$ cat config.mk
export PLATFORM = sky130hd
export DESIGN_NAME = RequestDecodeStage_flat
export DESIGN_NICKNAME = d
export VERILOG_FILES = /design/src/source/MemoryMapPkg.sv /design/src/source/BusAccessPkg.sv /design/src/source/StageIf.sv /design/src/source/RequestDecodeStage.sv /design/src/flat_wrapper.sv
export SDC_FILE = /design/constraint.sdc
export NUM_CORES = 1
export LEC_CHECK = 0
export BUFFER_PORTS_ARGS = -buffer_cell sky130_fd_sc_hd__buf_2
export CORE_MARGIN = 2
export CORE_UTILIZATION = 38
export DETAILED_ROUTE_END_ITERATION = 8
export PLACE_DENSITY = 0.74
export SLEW_MARGIN = 40
export SYNTH_ARGS = -nofsm -noshare
export SYNTH_HDL_FRONTEND = slang
export SYNTH_SLANG_ARGS = --single-unit
$ cat constraint.sdc
create_clock -name clk -period 5.53 [get_ports clk]
set_clock_uncertainty 0.15 [all_clocks]
set_input_delay 0.553 -clock clk [delete_from_list [all_inputs] [get_ports clk]]
set_output_delay 0.553 -clock clk [all_outputs]
set_load 0.05 [all_outputs]
$ cat src/source/MemoryMapPkg.sv
package MemoryMapPkg;

	// Peripheral registers, matched on the full byte address
	localparam logic [31:0] SevenSegAddr = 32'd255;
	localparam logic [31:0] ResetAddrAddr = 32'd259;
	localparam logic [31:0] MsCounterAddr = 32'd267;
	localparam logic [31:0] UsCounterAddr = 32'd271;
	localparam logic [31:0] BufferCtrlAddr = 32'd275;

	// Main data RAM window, inclusive on both ends
	localparam logic [31:0] RamBase = 32'd1024;
	localparam logic [31:0] RamLast = 32'd65535;

	// The RAM index covers the whole 64 KiB space
	// so the window bytes map straight onto it
	localparam int RamWords = 16384;
	localparam int RamIndexBits = 14;

	// Boot address seen by the processor after reset
	localparam logic [31:0] ResetAddrInit = 32'h3FC;

	// Clock cycles per counter tick
	localparam int MsPrescale = 8333;
	localparam int UsPrescale = 8;

endpackage

$ cat src/source/BusAccessPkg.sv
package BusAccessPkg;

	localparam int WordBits = 32;
	localparam int ByteBits = 8;
	localparam int ByteLanes = 4;

	typedef logic [WordBits-1:0] busWord;

	// Access size of a load or store
	typedef enum logic [2:0] {
		ModeNone = 3'd0,
		ModeByte = 3'd1,
		ModeHalf = 3'd2,
		ModeWord = 3'd3
	} AccessMode;

	// Target chosen by the address decode
	typedef enum logic [2:0] {
		RegionNone = 3'd0,
		RegionSevenSeg = 3'd1,
		RegionResetAddr = 3'd2,
		RegionMsCounter = 3'd3,
		RegionUsCounter = 3'd4,
		RegionBufferCtrl = 3'd5,
		RegionRam = 3'd6
	} Region;

endpackage

$ cat src/source/StageIf.sv
`timescale 1ns/100ps

interface StageIf import BusAccessPkg::*; ();

	// One item at a time, tagged by valid
	logic valid;
	Region region;
	// Byte address of the access
	busWord wordAddr;
	// Store data going in, raw read word coming out of the access stage
	busWord data;
	logic write;
	AccessMode mode;
	logic unsignedLoad;

	modport up(
		output valid,
		output region,
		output wordAddr,
		output data,
		output write,
		output mode,
		output unsignedLoad
	);

	modport down(
		input valid,
		input region,
		input wordAddr,
		input data,
		input write,
		input mode,
		input unsignedLoad
	);

endinterface

$ cat src/source/RequestDecodeStage.sv
`timescale 1ns/100ps

module RequestDecodeStage import BusAccessPkg::*, MemoryMapPkg::*; (
	input logic clk,
	input logic rst,
	input logic cyc,
	input logic stb,
	input logic we,
	input busWord adr,
	input busWord datIn,
	input AccessMode mode,
	input logic unsignedLoad,
	input logic ack,
	StageIf.up decodeOut
);

	logic busy;
	logic accept;

	function automatic Region decodeRegion(input busWord address);
		Region result;
		if (address == SevenSegAddr)
			result = RegionSevenSeg;
		else if (address == ResetAddrAddr)
			result = RegionResetAddr;
		else if (address == MsCounterAddr)
			result = RegionMsCounter;
		else if (address == UsCounterAddr)
			result = RegionUsCounter;
		else if (address == BufferCtrlAddr)
			result = RegionBufferCtrl;
		else if (address >= RamBase && address <= RamLast)
			result = RegionRam;
		else
			result = RegionNone;
		return result;
	endfunction

	// A held request is taken once, then ignored until its ack is gone
	assign accept = cyc && stb && !busy && !ack;

	always_ff @(posedge clk or negedge rst) begin
		if (rst == 1'b0) begin
			busy <= 1'b0;
			decodeOut.valid <= 1'b0;
		end
		else begin
			decodeOut.valid <= accept;
			if (accept)
				busy <= 1'b1;
			else if (ack)
				busy <= 1'b0;
		end
	end

	always_ff @(posedge clk) begin
		if (accept) begin
			decodeOut.region <= decodeRegion(adr);
			decodeOut.wordAddr <= adr;
			decodeOut.data <= datIn;
			decodeOut.write <= we;
			decodeOut.mode <= mode;
			decodeOut.unsignedLoad <= unsignedLoad;
		end
	end

	// The stage stays busy until the ack of its item has fallen
	noRepeatAccept: assert property (@(posedge clk) disable iff (rst == 1'b0)
		decodeOut.valid |-> !$past(decodeOut.valid) && !$past(decodeOut.valid, 2) &&
			!$past(decodeOut.valid, 3));

endmodule

$ cat src/flat_wrapper.sv
// flat-port wrapper written by rule: the top's interface ports become plain ports
module RequestDecodeStage_flat import BusAccessPkg::*, MemoryMapPkg::*;
  (clk, rst, cyc, stb, we, adr, datIn, mode, unsignedLoad, ack, decodeOut_valid, decodeOut_region, decodeOut_wordAddr, decodeOut_data, decodeOut_write, decodeOut_mode, decodeOut_unsignedLoad);
  StageIf decodeOut_i ();
  input logic clk;
  input logic rst;
  input logic cyc;
  input logic stb;
  input logic we;
  input busWord adr;
  input busWord datIn;
  input AccessMode mode;
  input logic unsignedLoad;
  input logic ack;
  output wire logic [$bits(decodeOut_i.valid)-1:0] decodeOut_valid;
  output wire logic [$bits(decodeOut_i.region)-1:0] decodeOut_region;
  output wire logic [$bits(decodeOut_i.wordAddr)-1:0] decodeOut_wordAddr;
  output wire logic [$bits(decodeOut_i.data)-1:0] decodeOut_data;
  output wire logic [$bits(decodeOut_i.write)-1:0] decodeOut_write;
  output wire logic [$bits(decodeOut_i.mode)-1:0] decodeOut_mode;
  output wire logic [$bits(decodeOut_i.unsignedLoad)-1:0] decodeOut_unsignedLoad;
  assign decodeOut_valid = decodeOut_i.valid;
  assign decodeOut_region = decodeOut_i.region;
  assign decodeOut_wordAddr = decodeOut_i.wordAddr;
  assign decodeOut_data = decodeOut_i.data;
  assign decodeOut_write = decodeOut_i.write;
  assign decodeOut_mode = decodeOut_i.mode;
  assign decodeOut_unsignedLoad = decodeOut_i.unsignedLoad;
  RequestDecodeStage u_core (.clk(clk), .rst(rst), .cyc(cyc), .stb(stb), .we(we), .adr(adr), .datIn(datIn), .mode(mode), .unsignedLoad(unsignedLoad), .ack(ack), .decodeOut(decodeOut_i));
endmodule
# Word level (Yosys, flattened, before mapping)
# Cells that the tools add are included.
# word_totals
regBits,74
word_cells,31
output_inout_bits,73
inputBits,74
# op_classes
n_lt_le_gt_ge,2
eq_ne,5
reduce_logical,8
n_mux,7
# ops
operator,n
32-bit by 9-bit == test with 1-bit output (second input constant),4
32-bit by 8-bit == test with 1-bit output (second input constant),1
32-bit by 11-bit greater-or-equal comparator with 1-bit output (second input constant),1
32-bit by 16-bit less-or-equal comparator with 1-bit output (second input constant),1
3-bit 2-to-1 mux,3
1-bit logical AND,4
2-bit 2-to-1 mux,2
3-bit OR reduction,1
1-bit logical NOT,2
1-bit 2-to-1 mux,2
2-bit nonzero test,1

# Logic depth before layout (Yosys ltp)
# logic_depth
word_depth,7
depth_mapped,3
mapped_depth_nobuf,3

# Least setup slack after synthesis
# OpenSTA, ideal clock, no wires.
# synth_timing
kind,in2reg
startpoint,input ack
endpoint,register u_core.decodeOut.valid
setup_time_ps,633
path_slack_ps,-780
t_required_ps,4747
arrival_ps,5527
path_buffers,0
path_stages,1
cell_sequence,nor3_1
# synth_between
elab_chain_len,2
# synth_rtl
element,line,rtl
"start, declared",flat_wrapper.sv:14,input logic ack;
1-bit logical NOT,RequestDecodeStage.sv:40,assign accept = cyc && stb && !busy && !ack;
1-bit logical AND,RequestDecodeStage.sv:40,
"end signal, assigned",RequestDecodeStage.sv:48,decodeOut.valid <= accept;
"end, declared",StageIf.sv:17,"output valid,"
# Every way passes these cells.
# A chain may end at the register's enable or synchronous reset.

# Worst setup path in the final report
# layout_timing
startpoint,input adr[9]
endpoint,register u_core.decodeOut.region[1] (data pin)
# layout_between
elab_chain_len,7
word_cells_on_any_way,13
classes_between,order compare: 2; eq/ne: 5; mux: 5; reduce/logical: 1
# layout_rtl
element,line,rtl
"start, declared",flat_wrapper.sv:10,input busWord adr;
32-bit by 11-bit greater-or-equal comparator with 1-bit output or 32-bit by 16-bit less-or-equal comparator with 1-bit output (tied branches),RequestDecodeStage.sv:32,else if (address >= RamBase && address <= RamLast)
1-bit logical AND,RequestDecodeStage.sv:32,
3-bit 2-to-1 mux,RequestDecodeStage.sv:32,
3-bit 2-to-1 mux,RequestDecodeStage.sv:30,else if (address == BufferCtrlAddr)
3-bit 2-to-1 mux,RequestDecodeStage.sv:28,else if (address == UsCounterAddr)
2-bit 2-to-1 mux,RequestDecodeStage.sv:26,else if (address == MsCounterAddr)
2-bit 2-to-1 mux,RequestDecodeStage.sv:24,else if (address == ResetAddrAddr)
"end signal, assigned",RequestDecodeStage.sv:58,decodeOut.region <= decodeRegion(adr);
"end, declared",StageIf.sv:18,"output region,"
# Several ways; a longest one is shown, not always the timed one.

==> results.md <==
- Final setup vio count: 0
- H-tree levels: 3
- Async set-reset flop share out of synthesis: 0.0270
- Cell Chain, Critical Path: buf_2 > or4_1 > or4_1 > a21oi_1
- Total negative slack: 0 ns
- Clk Latency, worst-skew pair: 0.32 ns
- Slew HR: 0.582
- CP max-delay cell: or4_1
- Required @ worst endpoint: 5.55 ns
- Fin worst setup slack: 3.76 ns
- Lkg Pwr: 1.41 nW
- Post-synthesis sequential area ratio: 0.923
- Met1 usage: 0.191
- Port Buffer Count: approximately 150
- Worst-path clk slew: 0.08 ns
- DR vias: 1543
- Predominant post-synthesis flop cell: edfxtp_1
- Die footprint: roughly 7000 um^2
- Inserted Diodes: 0
- Row cnt: 28
- Clk buf depth: 2
- Pin count of the biggest net entering global routing: 74
- Cell variety after synth: 18
- Total grt overflow: 0
- All-layer global routing usage: 0.162
- CTS tree: yes
- PwrDens: 328 nW/um^2
- R2R setup slack: 3.87 ns
- Worst-path fanout max: 3
- # DRC: 0
- Die Ht: roughly 83 um
- Crit path DAT: approximately 1.8 ns
- Yosys warns: 0
- First-pass GRT wire length: 8.40 mm
- Max VDD drop: 0.176 mV
- CP bufs+invs: 1
- Layout cells sized above 1: 0.620
- Area of the mapped netlist: 2400 um^2
- EDFF count, synth: 72
- Avg Inst Size Synth: around 23 um^2
- Yosys top cell by area: edfxtp_1
- Final Hold Viols: 0
- CP Class: input port to register
- Routed wire length: 5.44 mm
- Unrepaired setup endpoints after global routing: no
- Tightest Pin Transition: around 0.63 ns
- Top cells by area, synth: edfxtp_1 (90%), dfrtp_1 (2.1%), nor4_1 (1.3%)
- Synthesized flop and latch total: between 70 and 80
- Total CTS buffers: 9
- Initial core utilization: 0.398
- Initial antenna violation count: 0
- Final Critical Period: between 1.5 and 2 ns
- Top Usage Layer GRT: met2
- Max Fclk: 0.564 GHz
- Post-DR wirelength/cell: roughly 16 um
- Most numerous cell in the Yosys netlist: edfxtp_1
- Met3 Use GR: 0.0785
- DRT antenna net count: 0
- Pre-Repair DR Iteration Count: 4
- Synth cell count leaders: edfxtp_1 (72), nor4_1 (5), or4_1 (4)
- Place WS: about 3.4 ns
- Sink Count: between 70 and 80
- Top-area cell type share of the netlist area: 0.902
- Status: finished, final reports clean
- Max-cap viol count: 0
- Hold crit path type: input port to register
- Area growth from synthesis to layout: 43.4%
- Layout Nets: 336
- Die W: 83.4 um
- Clk root buf: clkbuf_8
- Largest stage delay on the critical path: 0.54 ns
- 1st-iter DRT viols: 59
- Vias in the first global route: 1573
- Vias per cell: 4.52
- CP Launch Type: input port
- GR Layer Usage met2: 0.260
- Crit-path most repeated cell: or4_1
- Max Slew Vio Count: 0
- Core Box Area: between 6000 and 7000 um^2
- Crit path max-delay family: simple AND/OR/NAND/NOR gates
- # IOs: 147
- CP Capture Type: register
- HPWL after detailed placement: 4.05 mm
- Syn nets: approximately 180
- Final period util: 0.320
- Gpl congestion: 0.740
- Cells after Synth: 103
[registers in the layout, summed over array words and instances (netlist names)]
name                           cells
u_core.decodeOut.write             1
u_core.decodeOut.valid             1
u_core.decodeOut.mode              3
u_core.decodeOut.region            3
u_core.busy                        1
u_core.decodeOut.unsignedLoad      1
u_core.decodeOut.data             32
u_core.decodeOut.wordAddr         32
[layout by cell type, fill, tap and decap left out, drive strengths merged]
cell type / instances
buf: 147
clkinvlp: 2
a2111oi: 1
clkinv: 3
nor3: 1
xnor2: 1
a211o: 1
or3b: 1
nand4: 2
clkbuf: 9
nor4: 5
nand3b: 1
edfxtp: 72
inv: 1
dfrtp: 2
or4: 4
nor2: 2
and2: 1
or3: 1
nand3: 2
a21oi: 3
bufinv: 1
nand2: 2
dlygate4sd3: 1
[repair_timing]
| item | 4_1_cts | 5_1_grt |
|---|---|---|
| setup buffers | 0 | 0 |
| hold buffers | 1 | 0 |
| gates resized for setup | 0 | 0 |
| endpoints found under the hold margin | 2 | 0 |
[final timing paths]
kind | from | end | cells after the start
setup / recovery | adr[9] | u_core.decodeOut.region[1] | 4
hold / removal | mode[0] | u_core.decodeOut.mode[0] | 1
setup reg to reg | u_core.busy | u_core.decodeOut.data[11] | 2
hold reg to reg | u_core.busy | u_core.busy | 2
max in group asynchronous | rst | u_core.decodeOut.valid | 2
min in group asynchronous | rst | u_core.busy | 2
[through the flow]
step / hold WS, ns / util / cell area (um^2) / total power (W) / instances
final: 0.244 / 0.570 / 3440 / 0.00113 / 341
after global routing: 0.210 / 0.570 / 3440 / 0.00118 / 341
after CTS: 0.222 / 0.570 / 3430 / 0.00114 / 341
after detailed placement: 0.188 / 0.538 / 3240 / 0.000756 / 325
after global placement: 0.187 / 0.538 / 3240 / 0.000753 / 325
after floorplan: 0.107 / - / 2400 / 0.000708 / 103
[cell type report]
cell class,instances,area [um^2]
timing repair buffer,148,752
clock inverter,6,58.8
multi-input combinational,28,193
clock buffer,9,124
fill,485,2590
inverter,1,3.75
sequential,74,2210
tap,75,93.8
[layer usage]
metal | up-vias | part of all wire
met4 | 0 | 0.012
met1 | 713 | 0.39
met5 | - | 0
li1 | 743 | -
met3 | 5 | 0.088
met2 | 82 | 0.51
[worst register-to-register path: stages (launching register included)]
cell     delay [ns]
dfrtp_1        0.41
nor3_4         0.19
buf_6          0.54
[power breakdown]
part           total [W]  switching (W)  internal (W)
logic           0.000107      0.0000763     0.0000306
registers       0.000636     0.00000353      0.000633
clock network   0.000385       0.000182      0.000203
[logic make-up after synthesis]
family | count (synthesis) | synth area share
buffers and inverters | 1 | 0.00156
flip-flops | 74 | 0.923
AND/OR/NAND/NOR | 22 | 0.0553
XOR/XNOR | 1 | 0.00365
AO/OA/AOI/OAI | 5 | 0.0167
(Power assumes the default switching activity.)
