File: config.mk
export PLATFORM = sky130hd
export DESIGN_NAME = ResponseStage_flat
export DESIGN_NICKNAME = d
export VERILOG_FILES = /design/src/source/BusAccessPkg.sv /design/src/source/StageIf.sv /design/src/source/ResponseStage.sv /design/src/flat_wrapper.sv
export SDC_FILE = /design/constraint.sdc
export NUM_CORES = 1
export LEC_CHECK = 0
export BUFFER_PORTS_ARGS = -buffer_cell sky130_fd_sc_hd__buf_4
export CAP_MARGIN = 15
export CORE_MARGIN = 1
export CORE_UTILIZATION = 46
export CTS_CLUSTER_SIZE = 8
export DETAILED_ROUTE_END_ITERATION = 8
export PLACE_DENSITY = 0.95
export SYNTH_ARGS = -nofsm -noshare
export SYNTH_HDL_FRONTEND = slang
export SYNTH_SLANG_ARGS = --single-unit
File: constraint.sdc
create_clock -name clk -period 0.8 [get_ports clk]
set_clock_uncertainty 0.1 [all_clocks]
set_input_delay 0.12 -clock clk [delete_from_list [all_inputs] [get_ports clk]]
set_output_delay 0.12 -clock clk [all_outputs]
set_load 0.02 [all_outputs]
File: src/source/BusAccessPkg.sv
package BusAccessPkg;

	localparam int WordBits = 32;
	localparam int ByteBits = 8;
	localparam int ByteLanes = 4;

	typedef logic [WordBits-1:0] busWord;

	// Access size of a load or store
	typedef enum logic [2:0] {
		ModeNone = 3'd0,
		ModeByte = 3'd1,
		ModeHalf = 3'd2,
		ModeWord = 3'd3
	} AccessMode;

	// Target chosen by the address decode
	typedef enum logic [2:0] {
		RegionNone = 3'd0,
		RegionSevenSeg = 3'd1,
		RegionResetAddr = 3'd2,
		RegionMsCounter = 3'd3,
		RegionUsCounter = 3'd4,
		RegionBufferCtrl = 3'd5,
		RegionRam = 3'd6
	} Region;

endpackage

File: src/source/StageIf.sv
`timescale 1ns/100ps

interface StageIf import BusAccessPkg::*; ();

	// One item at a time, tagged by valid
	logic valid;
	Region region;
	// Byte address of the access
	busWord wordAddr;
	// Store data going in, raw read word coming out of the access stage
	busWord data;
	logic write;
	AccessMode mode;
	logic unsignedLoad;

	modport up(
		output valid,
		output region,
		output wordAddr,
		output data,
		output write,
		output mode,
		output unsignedLoad
	);

	modport down(
		input valid,
		input region,
		input wordAddr,
		input data,
		input write,
		input mode,
		input unsignedLoad
	);

endinterface

File: src/source/ResponseStage.sv
`timescale 1ns/100ps

module ResponseStage import BusAccessPkg::*; (
	input logic clk,
	input logic rst,
	StageIf.down accessOut,
	input busWord ramData,
	output busWord datOut,
	output logic ack
);

	busWord byteShifted;
	busWord halfShifted;
	logic [ByteBits-1:0] loadByte;
	logic [2*ByteBits-1:0] loadHalf;
	busWord result;

	// Bring the addressed lane down to bit 0
	assign byteShifted = ramData >> (ByteBits * accessOut.wordAddr[1:0]);
	assign halfShifted = ramData >> (2 * ByteBits * accessOut.wordAddr[1]);
	assign loadByte = byteShifted[ByteBits-1:0];
	assign loadHalf = halfShifted[2*ByteBits-1:0];

	always_comb begin
		result = '0;
		if (!accessOut.write && accessOut.region == RegionRam) begin
			case (accessOut.mode)
				ModeByte: result = {{(WordBits-ByteBits){loadByte[ByteBits-1] &
					~accessOut.unsignedLoad}}, loadByte};
				ModeHalf: result = {{(WordBits-2*ByteBits){loadHalf[2*ByteBits-1] &
					~accessOut.unsignedLoad}}, loadHalf};
				ModeWord: result = ramData;
				default: result = '0;
			endcase
		end
		else if (!accessOut.write && accessOut.region != RegionNone) begin
			// Registers and counters are always full words
			result = accessOut.data;
		end
	end

	always_ff @(posedge clk or negedge rst) begin
		if (rst == 1'b0)
			ack <= 1'b0;
		else
			ack <= accessOut.valid;
	end

	always_ff @(posedge clk) begin
		if (accessOut.valid)
			datOut <= result;
	end

	singleAck: assert property (@(posedge clk) disable iff (rst == 1'b0)
		ack |=> !ack);

	// A new item never arrives while the previous ack is still out
	ackBeforeNext: assert property (@(posedge clk) disable iff (rst == 1'b0)
		accessOut.valid |-> !ack);

endmodule

File: src/flat_wrapper.sv
// flat-port wrapper written by rule: the top's interface ports become plain ports
module ResponseStage_flat import BusAccessPkg::*;
  (clk, rst, ramData, datOut, ack, accessOut_valid, accessOut_region, accessOut_wordAddr, accessOut_data, accessOut_write, accessOut_mode, accessOut_unsignedLoad);
  StageIf accessOut_i ();
  input logic clk;
  input logic rst;
  input busWord ramData;
  output busWord datOut;
  output logic ack;
  input wire logic [$bits(accessOut_i.valid)-1:0] accessOut_valid;
  input wire logic [$bits(accessOut_i.region)-1:0] accessOut_region;
  input wire logic [$bits(accessOut_i.wordAddr)-1:0] accessOut_wordAddr;
  input wire logic [$bits(accessOut_i.data)-1:0] accessOut_data;
  input wire logic [$bits(accessOut_i.write)-1:0] accessOut_write;
  input wire logic [$bits(accessOut_i.mode)-1:0] accessOut_mode;
  input wire logic [$bits(accessOut_i.unsignedLoad)-1:0] accessOut_unsignedLoad;
  assign accessOut_i.valid = accessOut_valid;
  assign accessOut_i.region = accessOut_region;
  assign accessOut_i.wordAddr = accessOut_wordAddr;
  assign accessOut_i.data = accessOut_data;
  assign accessOut_i.write = accessOut_write;
  assign accessOut_i.mode = accessOut_mode;
  assign accessOut_i.unsignedLoad = accessOut_unsignedLoad;
  ResponseStage u_core (.clk(clk), .rst(rst), .accessOut(accessOut_i), .ramData(ramData), .datOut(datOut), .ack(ack));
endmodule
* Word level (Yosys, flattened, before mapping)
Cells that the tools add are included.
Word-level totals: flip-flop bits (word level) 33, latch bits 0, memory bits (writable) 0, memory bits (read-only) 0, word-level logic and storage cells 18, memories kept 0
Operators by class: add/sub/neg operators 0, multipliers 0, divide/modulo/power cells 0, magnitude comparators 0, equality and inequality tests 4, shifts and indexed selects 2, muxes and demuxes 3, bitwise gates (word level) 3, reduce and logical (&&, ||, !) cells 4
Operators by type and width (count):
- $pmux W32 S3 | 1
- $mux W32 | 2
- $shr A32 B5 Y16 | 1
- $shr A32 B5 Y8 | 1
- $eq A3 B2 Y1 const B | 2
- $eq A3 B1 Y1 const B | 1
- $eq A3 B3 Y1 const B | 1
- $reduce_bool A3 Y1 | 1
- $and A1 B1 Y1 | 2
- $logic_and A1 B1 Y1 | 2
- $logic_not A1 Y1 | 1
- $not A1 Y1 | 1

* Logic depth before layout (Yosys ltp)
Gate-level depths: netlist of the first run.
depth in word-level cells 4, depth in mapped cells 7, gate-level depth less buffers 4

* Worst setup path before layout of the first run
No wires, ideal clock.
path kind input -> register, from input port accessOut_wordAddr[1], to register u_core.datOut[4] (data pin), library setup time 262 ps, arrival time 1267 ps, data required time 438 ps, path slack -828 ps, stages on the path 5, path through buf_6 dlymetal6s2s_1 mux2_2 a222oi_1 o2bb2ai_1
Between the ends: cells in the longest elaborated chain, start to end 3, elaborated cells between the ends (all ways) 4, those cells by class shift (2); mux (2)
Ends and longest elaborated chain:
- start: declaration | RTL line flat_wrapper.sv:12 | input wire logic [$bits(accessOut_i.wordAddr)-1:0] accessOut_wordAddr;
- $shr A32 B5 Y16 or $shr A32 B5 Y8 (tied branches) | RTL line ResponseStage.sv:20, ResponseStage.sv:19
- $pmux W32 S3 (*) | RTL line ResponseStage.sv:27 | case (accessOut.mode)
- $mux W32 (*) | RTL line ResponseStage.sv:26 | if (!accessOut.write && accessOut.region == RegionRam) begin
- named net u_core.result[4] | RTL line ResponseStage.sv:16 | busWord result;
- end signal: assignment | RTL line ResponseStage.sv:51 | datOut <= result;
- end: declaration | RTL line ResponseStage.sv:8 | output busWord datOut,
Mark *: on every way through the listed nets, which the timed path passes. The rest lies on a longest branch. A chain may end at the register's enable or synchronous reset.

* Worst setup path in the final report of the first run
from input port accessOut_wordAddr[1], to register u_core.datOut[16] (data pin)
Between the ends: cells in the longest elaborated chain, start to end 4, elaborated cells between the ends (all ways) 6, those cells by class shift (2); mux (2); bitwise (2)
Ends and longest elaborated chain (RTL line):
- $shr A32 B5 Y16 or $shr A32 B5 Y8 (tied branches) | ResponseStage.sv:20, ResponseStage.sv:19
- $and A1 B1 Y1 (on tied branches) | ResponseStage.sv:30, ResponseStage.sv:28
- $pmux W32 S3 (*) | ResponseStage.sv:27
- $mux W32 (*) | ResponseStage.sv:26
- named net u_core.result[16] | ResponseStage.sv:16
Marked as above.

==> metrics, run 1 <==
outcome=finished with violations; failing checks=DRC, setup timing; Switching Fraction=0.2837; Total GRT Usage=0.3223; RSZ-0062 raised after global routing=true; WL/cell=approximately 24 um; Slew headroom=0.5374; Worst-path clk slew=around 80 ps; vias in the first global route=about 2,400; vias=roughly 2,600; Crit path arrival time=around 1400 ps; fin area=~0.0037 mm^2; Post-synth EDFFs=32; largest family of logic cells by synthesized area=compound AO/OA/AOI/OAI gates; GRT overflow=0; vias per cell=6.567; Die X=slightly above 70 um; design internal power=slightly below 4000 uW; Power per Cell Area=1511 mW/mm^2; TritonCTS clock tree=yes; sequential-to-total area share from yosys stat=0.4495; clock tree sinks=33; final core utilization=0.8219; Sequential Power Share=0.385; DP Area=between 0.003 and 0.004 mm^2; Synth Cell Area=roughly 0.0022 mm^2; core area=0.004474 mm^2; # Max-Cap Violations=0; crit path capture=u_core.datOut[16]; port buffer count=around 110; Final setup viols=65; fillers=approximately 220; P_leak=0.001698 uW; CTS Root Cell=clkbuf_8; Clock Power Share=0.309; Synth Area in Simple Gates=0.1700; synth warn=0; syn avg cell area=~11 um^2; largest net degree at the start of global routing=27; top_reg_cell synth=edfxtp_1; Row Count=24; DIE AREA=~0.005 mm^2; Max FO, Critical Path=8; Post-DRT Antenna Nets=0; routability cong.=roughly 0.92; Synth Instances=approximately 200; Crit. Startpoint=accessOut_wordAddr[1]; compound-cell area share of the yosys netlist=0.2242; flops & latches, synth=33; die height=approximately 70 um; peak supply drop=about 0.00094 V; drt drc=11; Initial Util=0.4902; drt first pass iters=8; syn nets=~310; Tcrit/Tclk final=1.791; Storage cell area=a little under 0.001 mm^2; area share of xor/xnor cells in the synthesized design=0.003993; Iteration-0 DRC Markers=between 600 and 700; Post-synth ARST share=0.03030; crit end category=register; Area growth syn-to-layout=67.66%; initial antenna violation count=0; adder-cell area share of the yosys netlist=0; Worst Max-Slew Pin Slew=~690 ps; final hold vios=0; post-synthesis mux area share=0.09127; Critical Path RT=760 ps; H-tree levels=2; Final HPWL DP=about 5.5 mm; final WL=about 9 mm; P_sw=between 1500 and 2000 uW; Fmax achieved=between 0.6 and 0.7 GHz; Final min period=between 1000 and 1500 ps; Clock Path Buffers=2; Worst Hold Class=in2reg; Comb pwr share=0.305; share of cells above drive strength 1=0.5748; Final #Nets=approximately 450; number of I/O pins=140; setup tns final=-25,670 ps; Setup CP Type=in2reg; Slew Limit Fails=0; Multi-input gate area=between 0.001 and 0.0015 mm^2; crit path setup slack, layout=-632.7 ps; CP Launch Type=input port; first-pass GRT wire length=12.20 mm; CTS Buf Count=5; Synth cell types=37; ANT cells=0; worst hold path depth=2
[cells in the mapped netlist, types with 2 or more instances]
library cell,instances,area share
a211o_1,8,0.032
a21oi_1,24,0.055
a222oi_1,7,0.032
a22o_1,17,0.068
buf_1,2,0.0034
buf_2,5,0.011
buf_6,3,0.015
clkbuf_1,6,0.010
edfxtp_1,32,0.44
mux2_2,14,0.072
mux2i_1,2,0.0091
nand2_1,33,0.056
nand2b_1,3,0.0086
nand3_1,16,0.037
nor2_1,2,0.0034
o2bb2ai_1,7,0.028
or2_2,2,0.0057
or3_1,2,0.0057
[worst min path at each step]
stage	start	to	slack (ps)
floorplan	rst	u_core.ack	-280
detailed placement	rst	u_core.ack	-200
global route	accessOut_data[11]	u_core.datOut[11]	1
finish	accessOut_data[5]	u_core.datOut[5]	0.06
CTS	accessOut_data[11]	u_core.datOut[11]	4
global placement	rst	u_core.ack	-200
[final cells by class]
cell class	instances	area share
tap	52	0.01769
multi-input combinational	153	0.3300
timing repair buffer	147	0.3525
sequential	33	0.2681
clock inverter	1	0.008166
clock buffer	7	0.02348
[power groups by stage]
stage                     sequential (uW)  clock (uW)  combinational, uW
after CTS                            2130        1660               1580
final                                2140        1720               1700
after global routing                 2150        1770               1760
after global placement               2130           0               1390
after floorplan                      2320           0                468
after detailed placement             2140           0               1440
[routing by layer]
layer,GRT usage,share of wire,vias up
met4,0.1778,0.065,0
met3,0.07265,0.12,70
met5,0,0,-
li1,-,-,1073
met2,0.5662,0.46,254
met1,0.3623,0.35,1184
[timing repair]
action / 4_1_cts / 5_1_grt
gates cloned: 1 / 1
gates resized for setup: 45 / 13
hold buffers: 1 / 0
buffers inserted: 1 / 1
pin swaps: 16 / 10
endpoints found under the hold margin: 1 / 0
endpoints found under the setup margin: 65 / 65
[placed cells by master, fill, tap and decap left out, types with 2 or more instances in the layout]
cell type,netlist,final
a222oi_1,7,7
or3_4,0,2
nand2_1,33,32
buf_12,1,5
mux2i_1,2,2
buf_4,1,107
nand3_2,0,7
a211o_1,8,8
o2bb2ai_1,7,7
a22o_1,17,17
buf_6,3,34
nand2b_1,3,2
mux2_4,0,5
mux2_2,14,9
nor2_2,1,3
nand3b_4,1,2
nand3_1,16,8
edfxtp_1,32,32
a21oi_1,24,24
clkbuf_8,0,6
[registers in the layout (all words and copies together), names as in the netlist]
signal	count
u_core.ack	1
u_core.datOut	32
[cells by family (layout without fill, tap and decap cells)]
kind of cell / after synthesis / count (layout)
AND/OR/NAND/NOR: 68 / 70
flip-flops: 33 / 33
XOR/XNOR: 1 / 1
buffers and inverters: 20 / 155
multiplexers: 17 / 17
AO/OA/AOI/OAI: 65 / 65
[worst max-delay path: stages]
cell	delay [ps]
buf_12	90
mux4_2	600
nand3b_4	220
nand3_1	120
a22o_1	230
[through the flow]
stage,cells,worst slack (ps),total power [uW],hold slack (ps)
2_1_floorplan,204,-801.8,2788,-275.6
4_1_cts,391,-586.6,5372,3.571
3_3_place_gp,380,-949.7,3524,-204.4
6_report,393,-632.7,5555,0.06362
3_5_place_dp,380,-1026,3575,-200.9
5_1_grt,393,-639.4,5683,1.290
No activity file was read; power rests on OpenSTA's default activity.
==> inputs of run 2 (changes only) <==
CORE_UTILIZATION = 34   (was 46)
PLACE_DENSITY = 0.76   (was 0.95)
==> run 2 against run 1 <==
The run ends with setup timing left. Core utilization fell by 20 points. Design area rose by 3.2%. Clock-buffer cell count did not move. Critical path type unchanged. Largest power group unchanged. Sequential share of layout area fell by 0.83 points. Highest routed layer unchanged. Hold slack improved by 7.6 ps. Via count fell by 13%. Cell count rose by 8.4%. Global-route usage fell by 9.7 points. Critical path depth did not move. Flip-flop and latch count did not move.
==> metrics, run 2 (synthesized netlist as in run 1, its figures left out) <==
Crit path arrival time=1310 ps (was 1390 ps); Final #Nets=457 (was 447); peak supply drop=0.0008707 V (was 0.0009407 V); P_leak=0.001764 uW (was 0.001698 uW); final WL=7.134 mm (was 9.270 mm); RSZ-0062 raised after global routing=true (unchanged); Slowest-stage cell, CP=mux4_2 (unchanged); Area growth syn-to-layout=73.02% (was 67.66%); fin area=0.003795 mm^2 (was 0.003677 mm^2); Post-DRT Antenna Nets=0 (unchanged); commonest non-fill, non-tap cell in the layout=buf_4 (unchanged); number of I/O pins=140 (unchanged); initial antenna violation count=0 (unchanged); Clock Power Share=0.302 (was 0.309); CP peak stage delay=590 ps (was 600 ps); routability cong.=0.8295 (was 0.9169); Worst-path clk slew=70 ps (was 80 ps); Sequential Power Share=0.392 (was 0.385); Initial Util=0.3619 (was 0.4902); Crit. Startpoint=accessOut_wordAddr[1] (unchanged); Die X=82.32 um (was 71.05 um); outcome=finished with violations (unchanged); Setup CP Type=in2reg (unchanged); Critical Path RT=740 ps (was 760 ps); Slew Limit Fails=0 (unchanged); Slew headroom=0.5538 (was 0.5374); CTS Buf Count=5 (unchanged); most frequent cells in the layout=buf_4 (116), buf_6 (34), nand2_1 (32), edfxtp_1 (32), a21oi_1 (24) (was buf_4 (107), buf_6 (34), nand2_1 (32), edfxtp_1 (32), a21oi_1 (24)); Iteration-0 DRC Markers=170 (was 691); Clock Path Buffers=2 (unchanged); clock tree sinks=33 (unchanged); vias per cell=5.284 (was 6.567); Worst Max-Slew Pin Slew=668.6 ps (was 693.2 ps); DIE AREA=0.006777 mm^2 (was 0.005048 mm^2); CTS Root Cell=clkbuf_8 (unchanged); ANT cells=0 (unchanged); die height=82.32 um (was 71.05 um); Largest Register=u_core.datOut (unchanged); share of cells above drive strength 1=0.5926 (was 0.5748); Power per Cell Area=1430 mW/mm^2 (was 1511 mW/mm^2); design internal power=4011 uW (was 3979 uW); P_sw=1414 uW (was 1576 uW); failing checks=setup timing (was DRC, setup timing); crit-path cells=buf_12, mux4_2, nand3b_4, nand3_2, a22o_1 (was buf_12, mux4_2, nand3b_4, nand3_1, a22o_1); Comb pwr share=0.306 (was 0.305); # Max-Cap Violations=0 (unchanged); Final min period=1375 ps (was 1433 ps); vias in the first global route=2,291 (was 2,417); Tcrit/Tclk final=1.719 (was 1.791); GRT overflow=0 (unchanged); Switching Fraction=0.2606 (was 0.2837); Max FO, Critical Path=8 (unchanged); Fmax achieved=0.7272 GHz (was 0.6980 GHz); largest net degree at the start of global routing=26 (was 27); WL/cell=16.75 um (was 23.59 um); core area=0.006061 mm^2 (was 0.004474 mm^2); launch point of the worst hold path=accessOut_data[9] (was accessOut_data[5]); top flop regs=u_core.datOut x32, u_core.ack x1 (unchanged); setup tns final=-24,000 ps (was -25,670 ps); Final HPWL DP=5.284 mm (was 5.537 mm); Row Count=28 (was 24); H-tree levels=2 (unchanged); DP Area=0.003382 mm^2 (was 0.003293 mm^2); CP Launch Type=input port (unchanged); drt first pass iters=5 (was 8); crit path setup slack, layout=-575.2 ps (was -632.7 ps); vias=2,251 (was 2,581); max reg flops=32 (unchanged); drt drc=0 (was 11); final hold vios=0 (unchanged); Total GRT Usage=0.2254 (was 0.3223); TritonCTS clock tree=yes (unchanged); port buffer count=109 (unchanged); Worst Hold Class=in2reg (unchanged); Final setup viols=65 (unchanged); crit end category=register (unchanged); first-pass GRT wire length=11.26 mm (was 12.20 mm)
-- run 2: cell types whose count changed in the layout (fill, tap and decap cells not counted), sizes merged --
| cell | before | now |
|---|---|---|
| buf | 146 | 156 |
-- run 2: final timing paths --
path / end / slack, ps / depth (start not counted)
max: u_core.datOut[27] / -580 / 5
min: u_core.datOut[9] / 8 / 2
max in group asynchronous: u_core.ack / 470 / 2
min in group asynchronous: u_core.ack / 50 / 2
-- run 2: per-layer routing --
metal / track usage / vias up / part of all wire
met2: 0.3917 / 93 / 0.52
met5: 0 / - / 0
met3: 0.05604 / 15 / 0.084
met1: 0.2662 / 1052 / 0.39
met4: 0.08596 / 0 / 0.014
li1: - / 1091 / -
-- run 2: final cells by class --
cell class              instances  area, um^2
fillers                       490        2266
repair buffers                157        1379
multi-input cells             153        1220
flip-flops and latches         33       985.9
well taps                      75       93.84
clock buffers                   7       86.33
clock inverters                 1       30.03
-- run 2: power groups by stage --
stage	Clock [uW]	Sequential [uW]	Combinational, uW
final	1640	2120	1660
after floorplan	0	2320	468
after global placement	0	2140	1430
after detailed placement	0	2130	1470
after global routing	1740	2140	1770
after CTS	1660	2120	1600
-- run 2: per-stage QoR --
| stage | setup slack, ps | hold slack, ps | utilization | power (uW) | std cells |
|---|---|---|---|---|---|
| 6_report | -575.2 | 7.646 | 0.6261 | 5425 | 426 |
| 5_1_grt | -599.8 | 9.763 | 0.6261 | 5650 | 426 |
| 4_1_cts | -552.1 | 2.471 | 0.6073 | 5380 | 423 |
| 3_5_place_dp | -1053 | -203.5 | 0.5580 | 3600 | 411 |
| 3_3_place_gp | -1033 | -204.7 | 0.5580 | 3571 | 411 |
| 2_1_floorplan | -801.8 | -275.6 | - | 2788 | 204 |
-- run 2: worst max-delay path: cells and delay by family --
kind | cells | cell delay, ps
AO/OA/AOI/OAI | 1 | 220
buffers and inverters | 1 | 90
multiplexers | 1 | 590
AND/OR/NAND/NOR | 2 | 280
-- run 2: what timing repair did --
item | 4_1_cts | 5_1_grt
setup endpoints to repair | 65 | 65
pin swaps | 20 | 16
resized for setup | 39 | 21
buffers inserted | 1 | 3
gates cloned | 2 | 0
hold endpoints to repair | 1 | 0
hold buffers | 1 | 0
